## src/hw/fetch_pkg.sv

```systemverilog
package fetch_pkg;

    // core shape: four warps of four threads each
    localparam int NUM_WARPS      = 4;
    localparam int WID_W          = 2;
    localparam int XLEN           = 32;
    localparam int TMASK_W        = 4;

    // instruction memory is addressed in 32-bit words
    localparam int ADDR_W         = 30;
    localparam int ICACHE_LATENCY = 2;

    // a warp never has more fetches pending than its buffer can hold
    localparam int IBUF_DEPTH     = 4;
    // tag store covers the request register and the memory pipe with room to spare
    localparam int TAG_DEPTH      = 8;

    typedef logic [WID_W-1:0]                  wid_t;
    typedef logic [XLEN-1:0]                   pc_t;
    typedef logic [ADDR_W-1:0]                 word_addr_t;
    typedef logic [XLEN-1:0]                   instr_t;
    typedef logic [TMASK_W-1:0]                tmask_t;
    typedef logic [$clog2(IBUF_DEPTH+1)-1:0]   pend_cnt_t;
    typedef logic [$clog2(TAG_DEPTH+1)-1:0]    flight_cnt_t;

    // one fetch offered by the scheduler
    typedef struct packed {
        wid_t   wid;
        pc_t    pc;
        tmask_t tmask;
    } sched_req_t;

    // the memory only needs the word address and the warp for routing
    typedef struct packed {
        word_addr_t addr;
        wid_t       wid;
    } icache_req_t;

    typedef struct packed {
        instr_t data;
        wid_t   wid;
    } icache_rsp_t;

    // what the instruction buffer stores for each warp
    typedef struct packed {
        wid_t   wid;
        pc_t    pc;
        tmask_t tmask;
        instr_t instr;
    } fetch_out_t;

    // program image: low address half on top, its complement below
    function automatic instr_t image_word(input word_addr_t addr);
        return {addr[15:0], ~addr[15:0]};
    endfunction

endpackage
```

## src/hw/fetch_top.sv

```systemverilog
`timescale 1ns/10ps

module fetch_top import fetch_pkg::*; (
    input  logic                 clk,
    input  logic                 reset,
    input  logic                 start_valid,
    input  wid_t                 start_wid,
    input  pc_t                  start_pc,
    input  logic                 redirect_valid,
    input  wid_t                 redirect_wid,
    input  pc_t                  redirect_pc,
    input  logic [NUM_WARPS-1:0] deq_ready,
    output logic [NUM_WARPS-1:0] deq_valid,
    output fetch_out_t           deq_data [NUM_WARPS]
);
    logic                 sched_valid;
    logic                 sched_ready;
    sched_req_t           sched_req;
    logic                 mem_req_valid;
    logic                 mem_req_ready;
    icache_req_t          mem_req;
    logic                 mem_rsp_valid;
    logic                 mem_rsp_ready;
    icache_rsp_t          mem_rsp;
    logic                 fetch_valid;
    fetch_out_t           fetch_out;
    logic                 buf_ready;
    // pops feed both the pending counters and the resume PCs
    logic [NUM_WARPS-1:0] deq_pop;

    warp_scheduler scheduler (
        .clk            (clk),
        .reset          (reset),
        .start_valid    (start_valid),
        .start_wid      (start_wid),
        .start_pc       (start_pc),
        .redirect_valid (redirect_valid),
        .redirect_wid   (redirect_wid),
        .redirect_pc    (redirect_pc),
        .deq_pop        (deq_pop),
        .sched_valid    (sched_valid),
        .sched_req      (sched_req),
        .sched_ready    (sched_ready)
    );

    fetch_unit fetch (
        .clk            (clk),
        .reset          (reset),
        .sched_valid    (sched_valid),
        .sched_req      (sched_req),
        .sched_ready    (sched_ready),
        .mem_req_valid  (mem_req_valid),
        .mem_req        (mem_req),
        .mem_req_ready  (mem_req_ready),
        .mem_rsp_valid  (mem_rsp_valid),
        .mem_rsp        (mem_rsp),
        .mem_rsp_ready  (mem_rsp_ready),
        .fetch_valid    (fetch_valid),
        .fetch_out      (fetch_out),
        .buf_ready      (buf_ready),
        .deq_pop        (deq_pop),
        .redirect_valid (redirect_valid)
    );

    icache_pipe icache (
        .clk            (clk),
        .reset          (reset),
        .mem_req_valid  (mem_req_valid),
        .mem_req        (mem_req),
        .mem_req_ready  (mem_req_ready),
        .mem_rsp_valid  (mem_rsp_valid),
        .mem_rsp        (mem_rsp),
        .mem_rsp_ready  (mem_rsp_ready)
    );

    instr_buffer ibuf (
        .clk            (clk),
        .reset          (reset),
        .redirect_valid (redirect_valid),
        .fetch_valid    (fetch_valid),
        .fetch_out      (fetch_out),
        .buf_ready      (buf_ready),
        .deq_ready      (deq_ready),
        .deq_valid      (deq_valid),
        .deq_data       (deq_data),
        .deq_pop        (deq_pop)
    );

endmodule

```

## src/hw/instr_buffer.sv

```systemverilog
`timescale 1ns/10ps

module instr_buffer import fetch_pkg::*; (
    input  logic                 clk,
    input  logic                 reset,
    input  logic                 redirect_valid,
    input  logic                 fetch_valid,
    input  fetch_out_t           fetch_out,
    output logic                 buf_ready,
    input  logic [NUM_WARPS-1:0] deq_ready,
    output logic [NUM_WARPS-1:0] deq_valid,
    output fetch_out_t           deq_data [NUM_WARPS],
    output logic [NUM_WARPS-1:0] deq_pop
);
    logic [NUM_WARPS-1:0] fifo_full;
    logic [NUM_WARPS-1:0] fifo_empty;
    logic [NUM_WARPS-1:0] fifo_push;

    // only the FIFO of the arriving warp matters for back-pressure
    assign buf_ready = !fifo_full[fetch_out.wid];

    for (genvar w = 0; w < NUM_WARPS; w++) begin : g_warp
        // steer by warp id
        assign fifo_push[w] = fetch_valid && buf_ready && (fetch_out.wid == wid_t'(w));
        assign deq_valid[w] = !fifo_empty[w];
        // a pop is a completed handshake with the consumer
        assign deq_pop[w]   = deq_valid[w] && deq_ready[w];

        // everything buffered is wrong-path after a redirect
        fifo_queue #(
            .DATA_W ($bits(fetch_out_t)),
            .DEPTH  (IBUF_DEPTH)
        ) warp_fifo (
            .clk   (clk),
            .reset (reset),
            .flush (redirect_valid),
            .push  (fifo_push[w]),
            .pop   (deq_pop[w]),
            .din   (fetch_out),
            .dout  (deq_data[w]),
            .full  (fifo_full[w]),
            .empty (fifo_empty[w])
        );
    end

endmodule

```

## src/hw/icache_pipe.sv

```systemverilog
`timescale 1ns/10ps

module icache_pipe import fetch_pkg::*; (
    input  logic        clk,
    input  logic        reset,
    input  logic        mem_req_valid,
    input  icache_req_t mem_req,
    output logic        mem_req_ready,
    output logic        mem_rsp_valid,
    output icache_rsp_t mem_rsp,
    input  logic        mem_rsp_ready
);
    logic [ICACHE_LATENCY-1:0] stage_valid;
    icache_rsp_t               stage_data [ICACHE_LATENCY];
    logic                      advance;

    // the whole pipe moves together, so a stalled head freezes every stage
    assign advance       = !stage_valid[ICACHE_LATENCY-1] || mem_rsp_ready;
    assign mem_req_ready = advance;

    // last stage is the response port
    assign mem_rsp_valid = stage_valid[ICACHE_LATENCY-1];
    assign mem_rsp       = stage_data[ICACHE_LATENCY-1];

    always_ff @(posedge clk) begin
        if (reset) begin
            stage_valid <= '0;
        end else if (advance) begin
            stage_valid <= {stage_valid[ICACHE_LATENCY-2:0], mem_req_valid};
        end
    end

    // image lookup happens on entry, later stages only carry the word along
    always_ff @(posedge clk) begin
        if (advance) begin
            stage_data[0] <= '{data: image_word(mem_req.addr), wid: mem_req.wid};
            for (int i = 1; i < ICACHE_LATENCY; i++) begin
                stage_data[i] <= stage_data[i-1];
            end
        end
    end

endmodule

```

## src/hw/fetch_unit.sv

```systemverilog
`timescale 1ns/10ps

module fetch_unit import fetch_pkg::*; (
    input  logic                 clk,
    input  logic                 reset,
    input  logic                 sched_valid,
    input  sched_req_t           sched_req,
    output logic                 sched_ready,
    output logic                 mem_req_valid,
    output icache_req_t          mem_req,
    input  logic                 mem_req_ready,
    input  logic                 mem_rsp_valid,
    input  icache_rsp_t          mem_rsp,
    output logic                 mem_rsp_ready,
    output logic                 fetch_valid,
    output fetch_out_t           fetch_out,
    input  logic                 buf_ready,
    input  logic [NUM_WARPS-1:0] deq_pop,
    input  logic                 redirect_valid
);
    // one-entry request register feeding the memory
    logic                    req_valid_q;
    sched_req_t              req_q;
    pend_cnt_t               pend_cnt [NUM_WARPS];
    logic [NUM_WARPS-1:0]    pend_full;
    flight_cnt_t             flight_cnt;
    flight_cnt_t             flight_cnt_n;
    logic                    squashing;
    // the redirect cycle itself already drops traffic
    logic                    squash_now;
    logic                    sched_fire;
    logic                    mem_req_fire;
    logic                    mem_rsp_fire;
    logic                    tag_pop;
    logic                    tag_full;
    logic [XLEN+TMASK_W-1:0] tag_dout;

    assign squash_now = squashing || redirect_valid;

    // pending counts span request register, memory, tag store and buffer
    always_comb begin
        for (int w = 0; w < NUM_WARPS; w++) begin
            pend_full[w] = (pend_cnt[w] == pend_cnt_t'(IBUF_DEPTH));
        end
    end

    assign mem_req_valid = req_valid_q && !squash_now && !tag_full;
    assign mem_req       = '{addr: req_q.pc[XLEN-1:2], wid: req_q.wid};
    assign mem_req_fire  = mem_req_valid && mem_req_ready;

    // the register takes a new entry when empty or when its entry leaves this cycle
    assign sched_ready = !pend_full[sched_req.wid] && (!req_valid_q || mem_req_fire);
    assign sched_fire  = sched_valid && sched_ready;

    always_ff @(posedge clk) begin
        if (reset || redirect_valid) begin
            req_valid_q <= 1'b0;
        end else if (sched_fire) begin
            req_valid_q <= 1'b1;
        end else if (mem_req_fire) begin
            req_valid_q <= 1'b0;
        end
    end

    always_ff @(posedge clk) begin
        if (sched_fire) begin
            req_q <= sched_req;
        end
    end

    always_ff @(posedge clk) begin
        for (int w = 0; w < NUM_WARPS; w++) begin
            if (reset || redirect_valid) begin
                pend_cnt[w] <= '0;
            end else begin
                pend_cnt[w] <= pend_cnt[w]
                             + pend_cnt_t'(sched_fire && sched_req.wid == wid_t'(w))
                             - pend_cnt_t'(deq_pop[w]);
            end
        end
    end

    // PC and mask wait here in request order since the memory answers in order
    fifo_queue #(
        .DATA_W (XLEN + TMASK_W),
        .DEPTH  (TAG_DEPTH)
    ) tag_store (
        .clk   (clk),
        .reset (reset),
        .flush (redirect_valid),
        .push  (mem_req_fire),
        .pop   (tag_pop),
        .din   ({req_q.pc, req_q.tmask}),
        .dout  (tag_dout),
        .full  (tag_full),
        .empty ()
    );

    // squashed responses are accepted and thrown away
    assign mem_rsp_ready = squash_now || buf_ready;
    assign mem_rsp_fire  = mem_rsp_valid && mem_rsp_ready;
    assign fetch_valid   = mem_rsp_valid && !squash_now;
    assign tag_pop       = fetch_valid && buf_ready;
    assign fetch_out     = '{wid:   mem_rsp.wid,
                             pc:    tag_dout[XLEN+TMASK_W-1:TMASK_W],
                             tmask: tag_dout[TMASK_W-1:0],
                             instr: mem_rsp.data};

    assign flight_cnt_n = flight_cnt + flight_cnt_t'(mem_req_fire) - flight_cnt_t'(mem_rsp_fire);

    always_ff @(posedge clk) begin
        if (reset) begin
            flight_cnt <= '0;
            squashing  <= 1'b0;
        end else begin
            flight_cnt <= flight_cnt_n;
            // stays up until everything sent before the redirect has drained
            if (redirect_valid) begin
                squashing <= 1'b1;
            end else if (squashing) begin
                squashing <= (flight_cnt_n != '0);
            end
        end
    end

endmodule

```

## src/hw/warp_scheduler.sv

```systemverilog
`timescale 1ns/10ps

module warp_scheduler import fetch_pkg::*; (
    input  logic                 clk,
    input  logic                 reset,
    input  logic                 start_valid,
    input  wid_t                 start_wid,
    input  pc_t                  start_pc,
    input  logic                 redirect_valid,
    input  wid_t                 redirect_wid,
    input  pc_t                  redirect_pc,
    input  logic [NUM_WARPS-1:0] deq_pop,
    output logic                 sched_valid,
    output sched_req_t           sched_req,
    input  logic                 sched_ready
);
    logic [NUM_WARPS-1:0] active;
    // fetch_pc is the next PC to request, resume_pc the next PC the consumer expects
    pc_t                  fetch_pc    [NUM_WARPS];
    pc_t                  resume_pc   [NUM_WARPS];
    pc_t                  resume_next [NUM_WARPS];
    wid_t                 last_wid;
    wid_t                 pick_wid;
    logic                 pick_found;
    logic                 sched_fire;

    // search starts just after the warp offered last, so a capped warp cannot hog the slot
    always_comb begin
        wid_t cand;
        pick_found = 1'b0;
        pick_wid   = last_wid;
        for (int i = 1; i <= NUM_WARPS; i++) begin
            cand = last_wid + wid_t'(i);
            if (!pick_found && active[cand]) begin
                pick_found = 1'b1;
                pick_wid   = cand;
            end
        end
    end

    // nothing is offered while PCs are being reloaded
    assign sched_valid = pick_found && !redirect_valid;
    assign sched_req   = '{wid: pick_wid, pc: fetch_pc[pick_wid], tmask: '1};
    assign sched_fire  = sched_valid && sched_ready;

    // a pop in the same cycle as a redirect still counts as delivered
    always_comb begin
        for (int w = 0; w < NUM_WARPS; w++) begin
            resume_next[w] = deq_pop[w] ? resume_pc[w] + pc_t'(4) : resume_pc[w];
        end
    end

    always_ff @(posedge clk) begin
        if (reset) begin
            active   <= '0;
            last_wid <= '0;
        end else begin
            // rotate on every offer, taken or not
            if (sched_valid) begin
                last_wid <= pick_wid;
            end
            if (start_valid) begin
                active[start_wid] <= 1'b1;
            end
        end
    end

    always_ff @(posedge clk) begin
        for (int w = 0; w < NUM_WARPS; w++) begin
            if (redirect_valid && redirect_wid == wid_t'(w)) begin
                fetch_pc[w]  <= redirect_pc;
                resume_pc[w] <= redirect_pc;
            end else if (redirect_valid) begin
                // buffered work is flushed, so refetch from the first undelivered PC
                fetch_pc[w]  <= resume_next[w];
                resume_pc[w] <= resume_next[w];
            end else if (start_valid && start_wid == wid_t'(w)) begin
                fetch_pc[w]  <= start_pc;
                resume_pc[w] <= start_pc;
            end else begin
                if (sched_fire && pick_wid == wid_t'(w)) begin
                    fetch_pc[w] <= fetch_pc[w] + pc_t'(4);
                end
                resume_pc[w] <= resume_next[w];
            end
        end
    end

endmodule

```

## src/hw/fifo_queue.sv

```systemverilog
`timescale 1ns/10ps

module fifo_queue #(
    parameter int DATA_W = 8,
    parameter int DEPTH  = 4
) (
    input  logic              clk,
    input  logic              reset,
    input  logic              flush,
    input  logic              push,
    input  logic              pop,
    input  logic [DATA_W-1:0] din,
    output logic [DATA_W-1:0] dout,
    output logic              full,
    output logic              empty
);
    logic [DATA_W-1:0]          mem [DEPTH];
    logic [$clog2(DEPTH)-1:0]   rd_ptr;
    logic [$clog2(DEPTH)-1:0]   wr_ptr;
    logic [$clog2(DEPTH+1)-1:0] count;
    logic                       do_push;
    logic                       do_pop;

    assign full    = (count == ($clog2(DEPTH+1))'(DEPTH));
    assign empty   = (count == '0);
    // requests against a full or empty queue are simply ignored
    assign do_push = push && !full;
    assign do_pop  = pop && !empty;
    // head entry is always visible, valid only while not empty
    assign dout    = mem[rd_ptr];

    always_ff @(posedge clk) begin
        if (reset || flush) begin
            rd_ptr <= '0;
            wr_ptr <= '0;
            count  <= '0;
        end else begin
            if (do_push) begin
                wr_ptr <= (wr_ptr == ($clog2(DEPTH))'(DEPTH - 1)) ? '0 : wr_ptr + 1'b1;
            end
            if (do_pop) begin
                rd_ptr <= (rd_ptr == ($clog2(DEPTH))'(DEPTH - 1)) ? '0 : rd_ptr + 1'b1;
            end
            // a push and a pop in the same cycle leave the count alone
            count <= count + ($clog2(DEPTH+1))'(do_push) - ($clog2(DEPTH+1))'(do_pop);
        end
    end

    // storage holds payload only
    always_ff @(posedge clk) begin
        if (do_push) begin
            mem[wr_ptr] <= din;
        end
    end

endmodule

```

## config.mk

```make
export PLATFORM = sky130hd
export DESIGN_NAME = fetch_top
export DESIGN_NICKNAME = d
export VERILOG_FILES = /design/src/hw/fetch_pkg.sv /design/src/hw/fetch_top.sv /design/src/hw/instr_buffer.sv /design/src/hw/icache_pipe.sv /design/src/hw/fetch_unit.sv /design/src/hw/warp_scheduler.sv /design/src/hw/fifo_queue.sv
export SDC_FILE = /design/constraint.sdc
export NUM_CORES = 2
export LEC_CHECK = 0
export BUFFER_PORTS_ARGS = -buffer_cell sky130_fd_sc_hd__buf_2
export CORE_MARGIN = 2
export CORE_UTILIZATION = 35
export DETAILED_ROUTE_END_ITERATION = 8
export PLACE_DENSITY_LB_ADDON = 0.15
export RECOVER_POWER = 25
export SYNTH_ARGS = -nofsm -noshare
export SYNTH_HDL_FRONTEND = slang
export SYNTH_SLANG_ARGS = --single-unit
```

## constraint.sdc

```tcl
create_clock -name clk -period 5 [get_ports clk]
set_input_delay 1 -clock clk [delete_from_list [all_inputs] [get_ports clk]]
set_output_delay 1 -clock clk [all_outputs]
set_load 0.05 [all_outputs]
```

After elaboration in Yosys (flattened, before gate mapping)
Memories as Yosys holds them, arrays and structs flattened. A register that Yosys moved wholly into a read port is not among the register bits.
Cells that the tools add are included.
Operators by class
  equal/unequal tests: 31
  bitwise operators: 30
  reductions and logical operators: 78
  mux-type cells: 162
  magnitude comparators: 8
  add/sub/neg operators: 41
Operators by type and width (number)
  32-bit two-way mux: 28
  32-bit by 3-bit adder with 32-bit output, second input constant: 8
  1-bit two-way mux: 99
  1-bit logical AND: 43
  2-bit two-way mux: 20
  2-bit == test, second input constant: 16
  3-bit == test, second input constant: 10
  1-bit bitwise OR: 28
  3-bit by 1-bit adder with 3-bit output: 8
  3-bit two-way mux: 8
  3-bit by 1-bit subtractor with 3-bit output: 8
  2-bit by 3-bit less-than comparator with 1-bit output, second input constant: 7
  1-bit logical NOT: 19
  2-bit by 1-bit adder with 2-bit output, second input constant: 9
  16-bit inverter: 1
  1-bit binary-select mux with 2-bit select: 6
  3-bit logical NOT: 4
  4-bit by 1-bit adder with 4-bit output: 2
  2-bit by 1-bit == test with 1-bit output, second input constant: 4
  2-bit logical NOT: 4
  4-bit by 1-bit subtractor with 4-bit output: 2
  3-bit by 1-bit adder with 3-bit output, second input constant: 2
  1-bit logical OR: 5
  2-bit adder, second input constant: 2
  7 further kinds: 7
Word-level totals
  bits of input ports: 76
  output and inout bits: 284
  memories kept: 9
  bits in writable memories: 1712
  bits in registers: 54
Memory list
  ibuf.g_warp[0].warp_fifo.mem: words 4, width 70, rd ports 1, clocked after memory_dff 1, write ports 1, line fifo_queue.sv:17  | logic [DATA_W-1:0] mem [DEPTH];
  ibuf.g_warp[1].warp_fifo.mem: words 4, width 70, rd ports 1, clocked after memory_dff 1, write ports 1, line fifo_queue.sv:17
  ibuf.g_warp[2].warp_fifo.mem: words 4, width 70, rd ports 1, clocked after memory_dff 1, write ports 1, line fifo_queue.sv:17
  ibuf.g_warp[3].warp_fifo.mem: words 4, width 70, rd ports 1, clocked after memory_dff 1, write ports 1, line fifo_queue.sv:17
  fetch.tag_store.mem: words 8, width 32, rd ports 1, clocked after memory_dff 1, write ports 1, line fifo_queue.sv:17
  scheduler.fetch_pc: words 4, width 32, rd ports 5, clocked after memory_dff 1, write ports 4, line warp_scheduler.sv:19  | pc_t fetch_pc [NUM_WARPS];
  +3 memories

Depth between registers and ports, before layout
  word-level depth: 25
  gate-level depth with buffers: 14

Hierarchy
Synthesis repeated with hierarchy kept, for this count alone.
Second synthesis, totals
  cells, all modules: 4510
  area, all modules: 77491.8 um^2
By module, submodules not included
  fifo_queue at ibuf.g_warp[1].warp_fifo ...: times used 3, seq. area each 8588.2 um^2, cells each 420, area each 10603.9 um^2
  warp_scheduler: times used 1, seq. area each 7807.5 um^2, cells each 1971, area each 18051.1 um^2
  fifo_queue at fetch.tag_store: times used 1, seq. area each 8908.5 um^2, cells each 495, area each 11748.8 um^2
  fifo_queue at ibuf.g_warp[0].warp_fifo: times used 1, seq. area each 8588.2 um^2, cells each 419, area each 10600.2 um^2
  fetch_unit: times used 1, seq. area each 1501.4 um^2, cells each 224, area each 2738.9 um^2
  icache_pipe: times used 1, seq. area each 2082.0 um^2, cells each 126, area each 2437.3 um^2
  instr_buffer: times used 1, seq. area each 0.0 um^2, cells each 15, area each 103.8 um^2

Least setup slack after synthesis
OpenSTA, ideal clock, no wires.
  kind: input to register
  start: input redirect_valid
  end: memory fetch.tag_store.mem[4][0] (netlist bit), enable pin
  path slack: -0.094 ns
  stages: 7
  arrival: 4.627 ns
  path buffers: 0
  path through: nor2_1 -> and2_1 -> and2_1 -> nor2b_1 -> clkinv_1 -> or2_2 -> nor3b_1
Between the ends
  word-level cells in the longest chain between the ends: 8
  elaborated cells between the ends (all ways): 10
Ends and longest elaborated chain
  from (decl): line fetch_top.sv:9  | input logic redirect_valid,
  1-bit logical OR *: line fetch_unit.sv:38  | assign squash_now = squashing || redirect_valid;
  1-bit logical NOT: line fetch_unit.sv:47  | assign mem_req_valid = req_valid_q && !squash_now && !tag_full;
  1-bit logical AND (2 in a row): line fetch_unit.sv:47
  1-bit logical AND *: line fetch_unit.sv:49  | assign mem_req_fire = mem_req_valid && mem_req_ready;
  1-bit logical AND *: line fifo_queue.sv:27  | assign do_push = push && !full;
  1-bit two-way mux *: line fifo_queue.sv:51  | if (do_push) begin
  1-bit two-way mux (not written as such) *: line fifo_queue.sv:52  | mem[wr_ptr] <= din;
  to (decl): line fifo_queue.sv:17
Every way passes the cells marked *; elsewhere a longest branch is shown, timed or not.

==> implementation parameters <==
Parameter                              Value

Clocking
  CTS buffer count    190
  Clock tree from TritonCTS    built
  Clock latency at the later pin of the worst-skew pair    840 ps
  Setup Buffers After CTS    0
  Gates resized, CTS repair    0
  CTS H-tree depth    4
  Clock transition at the registers of the reported paths    60 ps
  Post-CTS Hold Fix Bufs    0
  Clock Sinks    1745
  Cell at the root of the clock tree    sky130_fd_sc_hd__clkbuf_16
  Max Root-Sink Buffers    3

STA
  Setup repair after global routing missed its margin    false
  Hold violation count in the final report    0
  Transition at the pin with the smallest max-transition slack    2405 ps
  Worst max-slew margin expressed relative to the limit    -60.34%
  Sum of negative setup slack    0 ps
  Final period utilization    81.69%
  Layout Skew    79.82 ps
  Final setup vio count    0
  Final Max Slew Viols    64
  Achievable Freq    244.8 MHz
  Shortest clock period the worst path allows after layout    4085 ps

Power and ir drop
  Net switching power of the design    7.408 mW
  Pwr dens    380.5 nW/um^2
  Design Power    32.37 mW
  Portion of total power attributed to combinational logic    4.5%
  Clock network fraction of total power    42.8%
  Lkg Pwr    27.92 nW
  Sequential share of power    52.6%
  IR Drop Worst-Case VDD    348.4 uV
  Internal portion of total power    24.96 mW
  Switching part of the total    22.89%

Synthesis
  Cell Area, Synth    72550 um^2
  Proportion of synthesized area in mux cells    12.97%
  Number of enable-type register cells in the synthesized netlist    1670
  Synthesized area per cell    17.44 um^2
  Ys async rst share    0%
  Adder and majority cell fraction of the synthesized area    1.276%
  Yosys warning total    0
  Simple-gate area share of the yosys netlist    5.931%
  Xor and xnor area share after synthesis    2.909%
  Combinational family with the most area after synthesis    multiplexers
  Number of different library cells in the post-synthesis netlist    73
  Share of the synthesized area in compound gates (AO/OA/AOI/OAI)    4.042%
  Synthesis-stage register bit count    1745
  Portion of the post-synthesis area used by sequential elements    71.19%
  Cell count after synthesis    4160
  Prevailing post-synth register cell    sky130_fd_sc_hd__edfxtp_1

Place
  Inst Count DP    7284
  Buffers added on ports    343
  Global placer's final weighted congestion    0.8478
  Post-detail-place hpwl    136600 um

Finish
  # fillers    18680
  Area occupied by registers    51690 um^2
  Fraction of final layout cells with drive strength greater than 1    24.41%
  Non-filler cells in the finished layout    7637
  Synthesis-to-layout area growth    17.24%
  Total area of multi-input combinational cells    20390 um^2
  Nets    4916

Run status
  Result of the run    complete, but fails checks
  Violated checks    capacitance limit, slew limit

Worst setup path
  Nature of the critical path endpoint    flop
  Kind of critical path    in2reg
  Reg-to-reg startpoint    icache.stage_data[0][35]
  Required time reported for the critical path endpoint    5540 ps
  Startpoint Class    input pin
  Data arrival time of the critical path    4620 ps
  Critical path fanouts, max    29
  Launching element of the worst setup path    redirect_valid

Floorplan
  Placement row count    167
  Width of the die    459.3 um
  Initial standard-cell utilization of the core    35.11%
  I/O pins    360
  Area of the core    206700 um^2
  Die Area    211000 um^2
  Die height    459.3 um

Route
  Number of remaining DRC errors    0
  Total Wirelength    205900 um
  TritonRoute pass-1 iters    7
  Number of routed nets with antenna violations    0
  Overall via count from detail_route    40450
  DR iter-0 viols    3663
  Routed length per instance    26.97 um
  Detailed-route vias per instance    5.297

Global routing
  Pin count of the biggest net entering global routing    67
  Global-route wire length before repair    294300 um
  GR met2 Demand/Resource    31.11%
  Overall global routing resource usage    19.28%
  Number of antenna violations at the first check in global routing    17
  Global route total overflow    0
  Vias in the first global route    40210
  Global-route track usage on met3    2.925%
  Routing usage on met1    27.45%
  Busiest grt layer    met2

Flow run
  Max-cap check violation count    3

Hold path
  Start point of the worst hold path    icache.stage_data[0][12]
  Class of the tightest hold or removal check    reg2reg
## registers in the layout, summed over array words and instances, names as in the netlist, 3 cells and up, named ones only
register / cells
fetch.pend_cnt: 12
scheduler.fetch_pc: 128
ibuf.g_warp.warp_fifo.wr_ptr: 8
fetch.tag_store.wr_ptr: 3
scheduler.resume_pc: 128
fetch.tag_store.count: 4
fetch.flight_cnt: 4
scheduler.active: 4
icache.stage_data: 68
ibuf.g_warp.warp_fifo.rd_ptr: 8
fetch.tag_store.mem: 256
ibuf.g_warp.warp_fifo.mem: 1056
fetch.tag_store.rd_ptr: 3
ibuf.g_warp.warp_fifo.count: 12
fetch.mem_req: 32
## synthesized netlist by cell type (58+ instances only)
cell                       instances  area share, %
sky130_fd_sc_hd__edfxtp_1       1670             69
sky130_fd_sc_hd__mux4_2          361             11
sky130_fd_sc_hd__nor2_1          228            1.2
sky130_fd_sc_hd__nand2_1         203            1.1
sky130_fd_sc_hd__a21oi_1         147            1.0
sky130_fd_sc_hd__xnor2_1         138            1.7
sky130_fd_sc_hd__clkbuf_1        125           0.65
sky130_fd_sc_hd__nand3_1         106           0.73
sky130_fd_sc_hd__xor2_1          103            1.2
sky130_fd_sc_hd__inv_1           102           0.53
sky130_fd_sc_hd__dfxtp_1          75            2.1
sky130_fd_sc_hd__mux2i_1          75            1.0
sky130_fd_sc_hd__nand4_1          71           0.61
sky130_fd_sc_hd__o21ai_0          60           0.41
sky130_fd_sc_hd__ha_1             58            1.0
## metrics by stage
stage	utilization, %	setup slack [ps]	cell area [um^2]	hold WS (ps)
6_report	41.16	915.4	85060	377.8
5_1_grt	41.16	723.4	85060	386.9
4_1_cts	41.17	832.4	85070	366.1
3_5_place_dp	38.18	825.8	78900	405.7
3_3_place_gp	38.18	834.2	78900	403.2
2_1_floorplan	-	96.14	73070	400.3
## per-layer routing
layer	wire, um	share of wire, %
met3	11000	5.3
met2	97810	47
met5	7	0.0034
met1	92760	45
met4	4357	2.1
## power by group through the flow
stage | Sequential (mW) | Clock (mW) | Combinational [mW]
floorplan | 17.1 | 0 | 0.951
global placement | 17.3 | 0 | 1.44
detailed placement | 17.3 | 0 | 1.46
CTS | 17.0 | 14.2 | 1.47
global route | 17.1 | 14.8 | 1.59
finish | 17.0 | 13.9 | 1.47
## critical path: stages
cell	delay, ps
sky130_fd_sc_hd__clkbuf_1	210
sky130_fd_sc_hd__clkbuf_1	1120
sky130_fd_sc_hd__nor2_1	120
sky130_fd_sc_hd__clkbuf_1	370
sky130_fd_sc_hd__inv_1	150
sky130_fd_sc_hd__clkbuf_1	880
sky130_fd_sc_hd__nor4_4	20
sky130_fd_sc_hd__buf_4	250
sky130_fd_sc_hd__nor2_1	110
sky130_fd_sc_hd__buf_4	240
sky130_fd_sc_hd__a221oi_1	110
## path summary, 6_finish.rpt
path                            slack (ps)  depth (start not counted)                         to
worst max-delay path                   920                         11  scheduler.fetch_pc[2][18]
worst min-delay path                   380                          0   icache.stage_data[0][46]
worst max register to register        1140                         10       fetch.pend_cnt[0][2]
worst min register to register         380                          0   icache.stage_data[0][46]
## cells by family (layout without fill, tap and decap cells)
kind of cell | after synthesis | count (layout)
AND/OR/NAND/NOR | 871 | 871
adder cells (fa/ha/maj) | 68 | 68
XOR/XNOR | 241 | 241
buffers and inverters | 306 | 936
other | 1 | 144
AO/OA/AOI/OAI | 445 | 445
multiplexers | 483 | 483
flip-flops | 1745 | 1745
## area by class of cell
class                      instances  area share (%)
sequential                      1745           60.76
clock buffer                     254           5.978
inverter                         107          0.4736
timing repair buffer             484           3.537
multi-input combinational       2244           23.97
clock inverter                    91           1.283
antenna                            8         0.02353
tap                             2704           3.977
## layout by cell type, fill, tap and decap left out, types with 101 or more instances in the layout
| cell | netlist | final |
|---|---|---|
| sky130_fd_sc_hd__a21oi_1 | 147 | 147 |
| sky130_fd_sc_hd__buf_2 | 2 | 341 |
| sky130_fd_sc_hd__buf_4 | 16 | 113 |
| sky130_fd_sc_hd__clkbuf_16 | 0 | 190 |
| sky130_fd_sc_hd__conb_1 | 1 | 136 |
| sky130_fd_sc_hd__edfxtp_1 | 1670 | 1670 |
| sky130_fd_sc_hd__inv_1 | 102 | 101 |
| sky130_fd_sc_hd__mux4_2 | 361 | 361 |
| sky130_fd_sc_hd__nand2_1 | 203 | 203 |
| sky130_fd_sc_hd__nand3_1 | 106 | 104 |
| sky130_fd_sc_hd__nor2_1 | 228 | 223 |
| sky130_fd_sc_hd__xnor2_1 | 138 | 138 |
| sky130_fd_sc_hd__xor2_1 | 103 | 103 |
(Power assumes the default switching activity.)
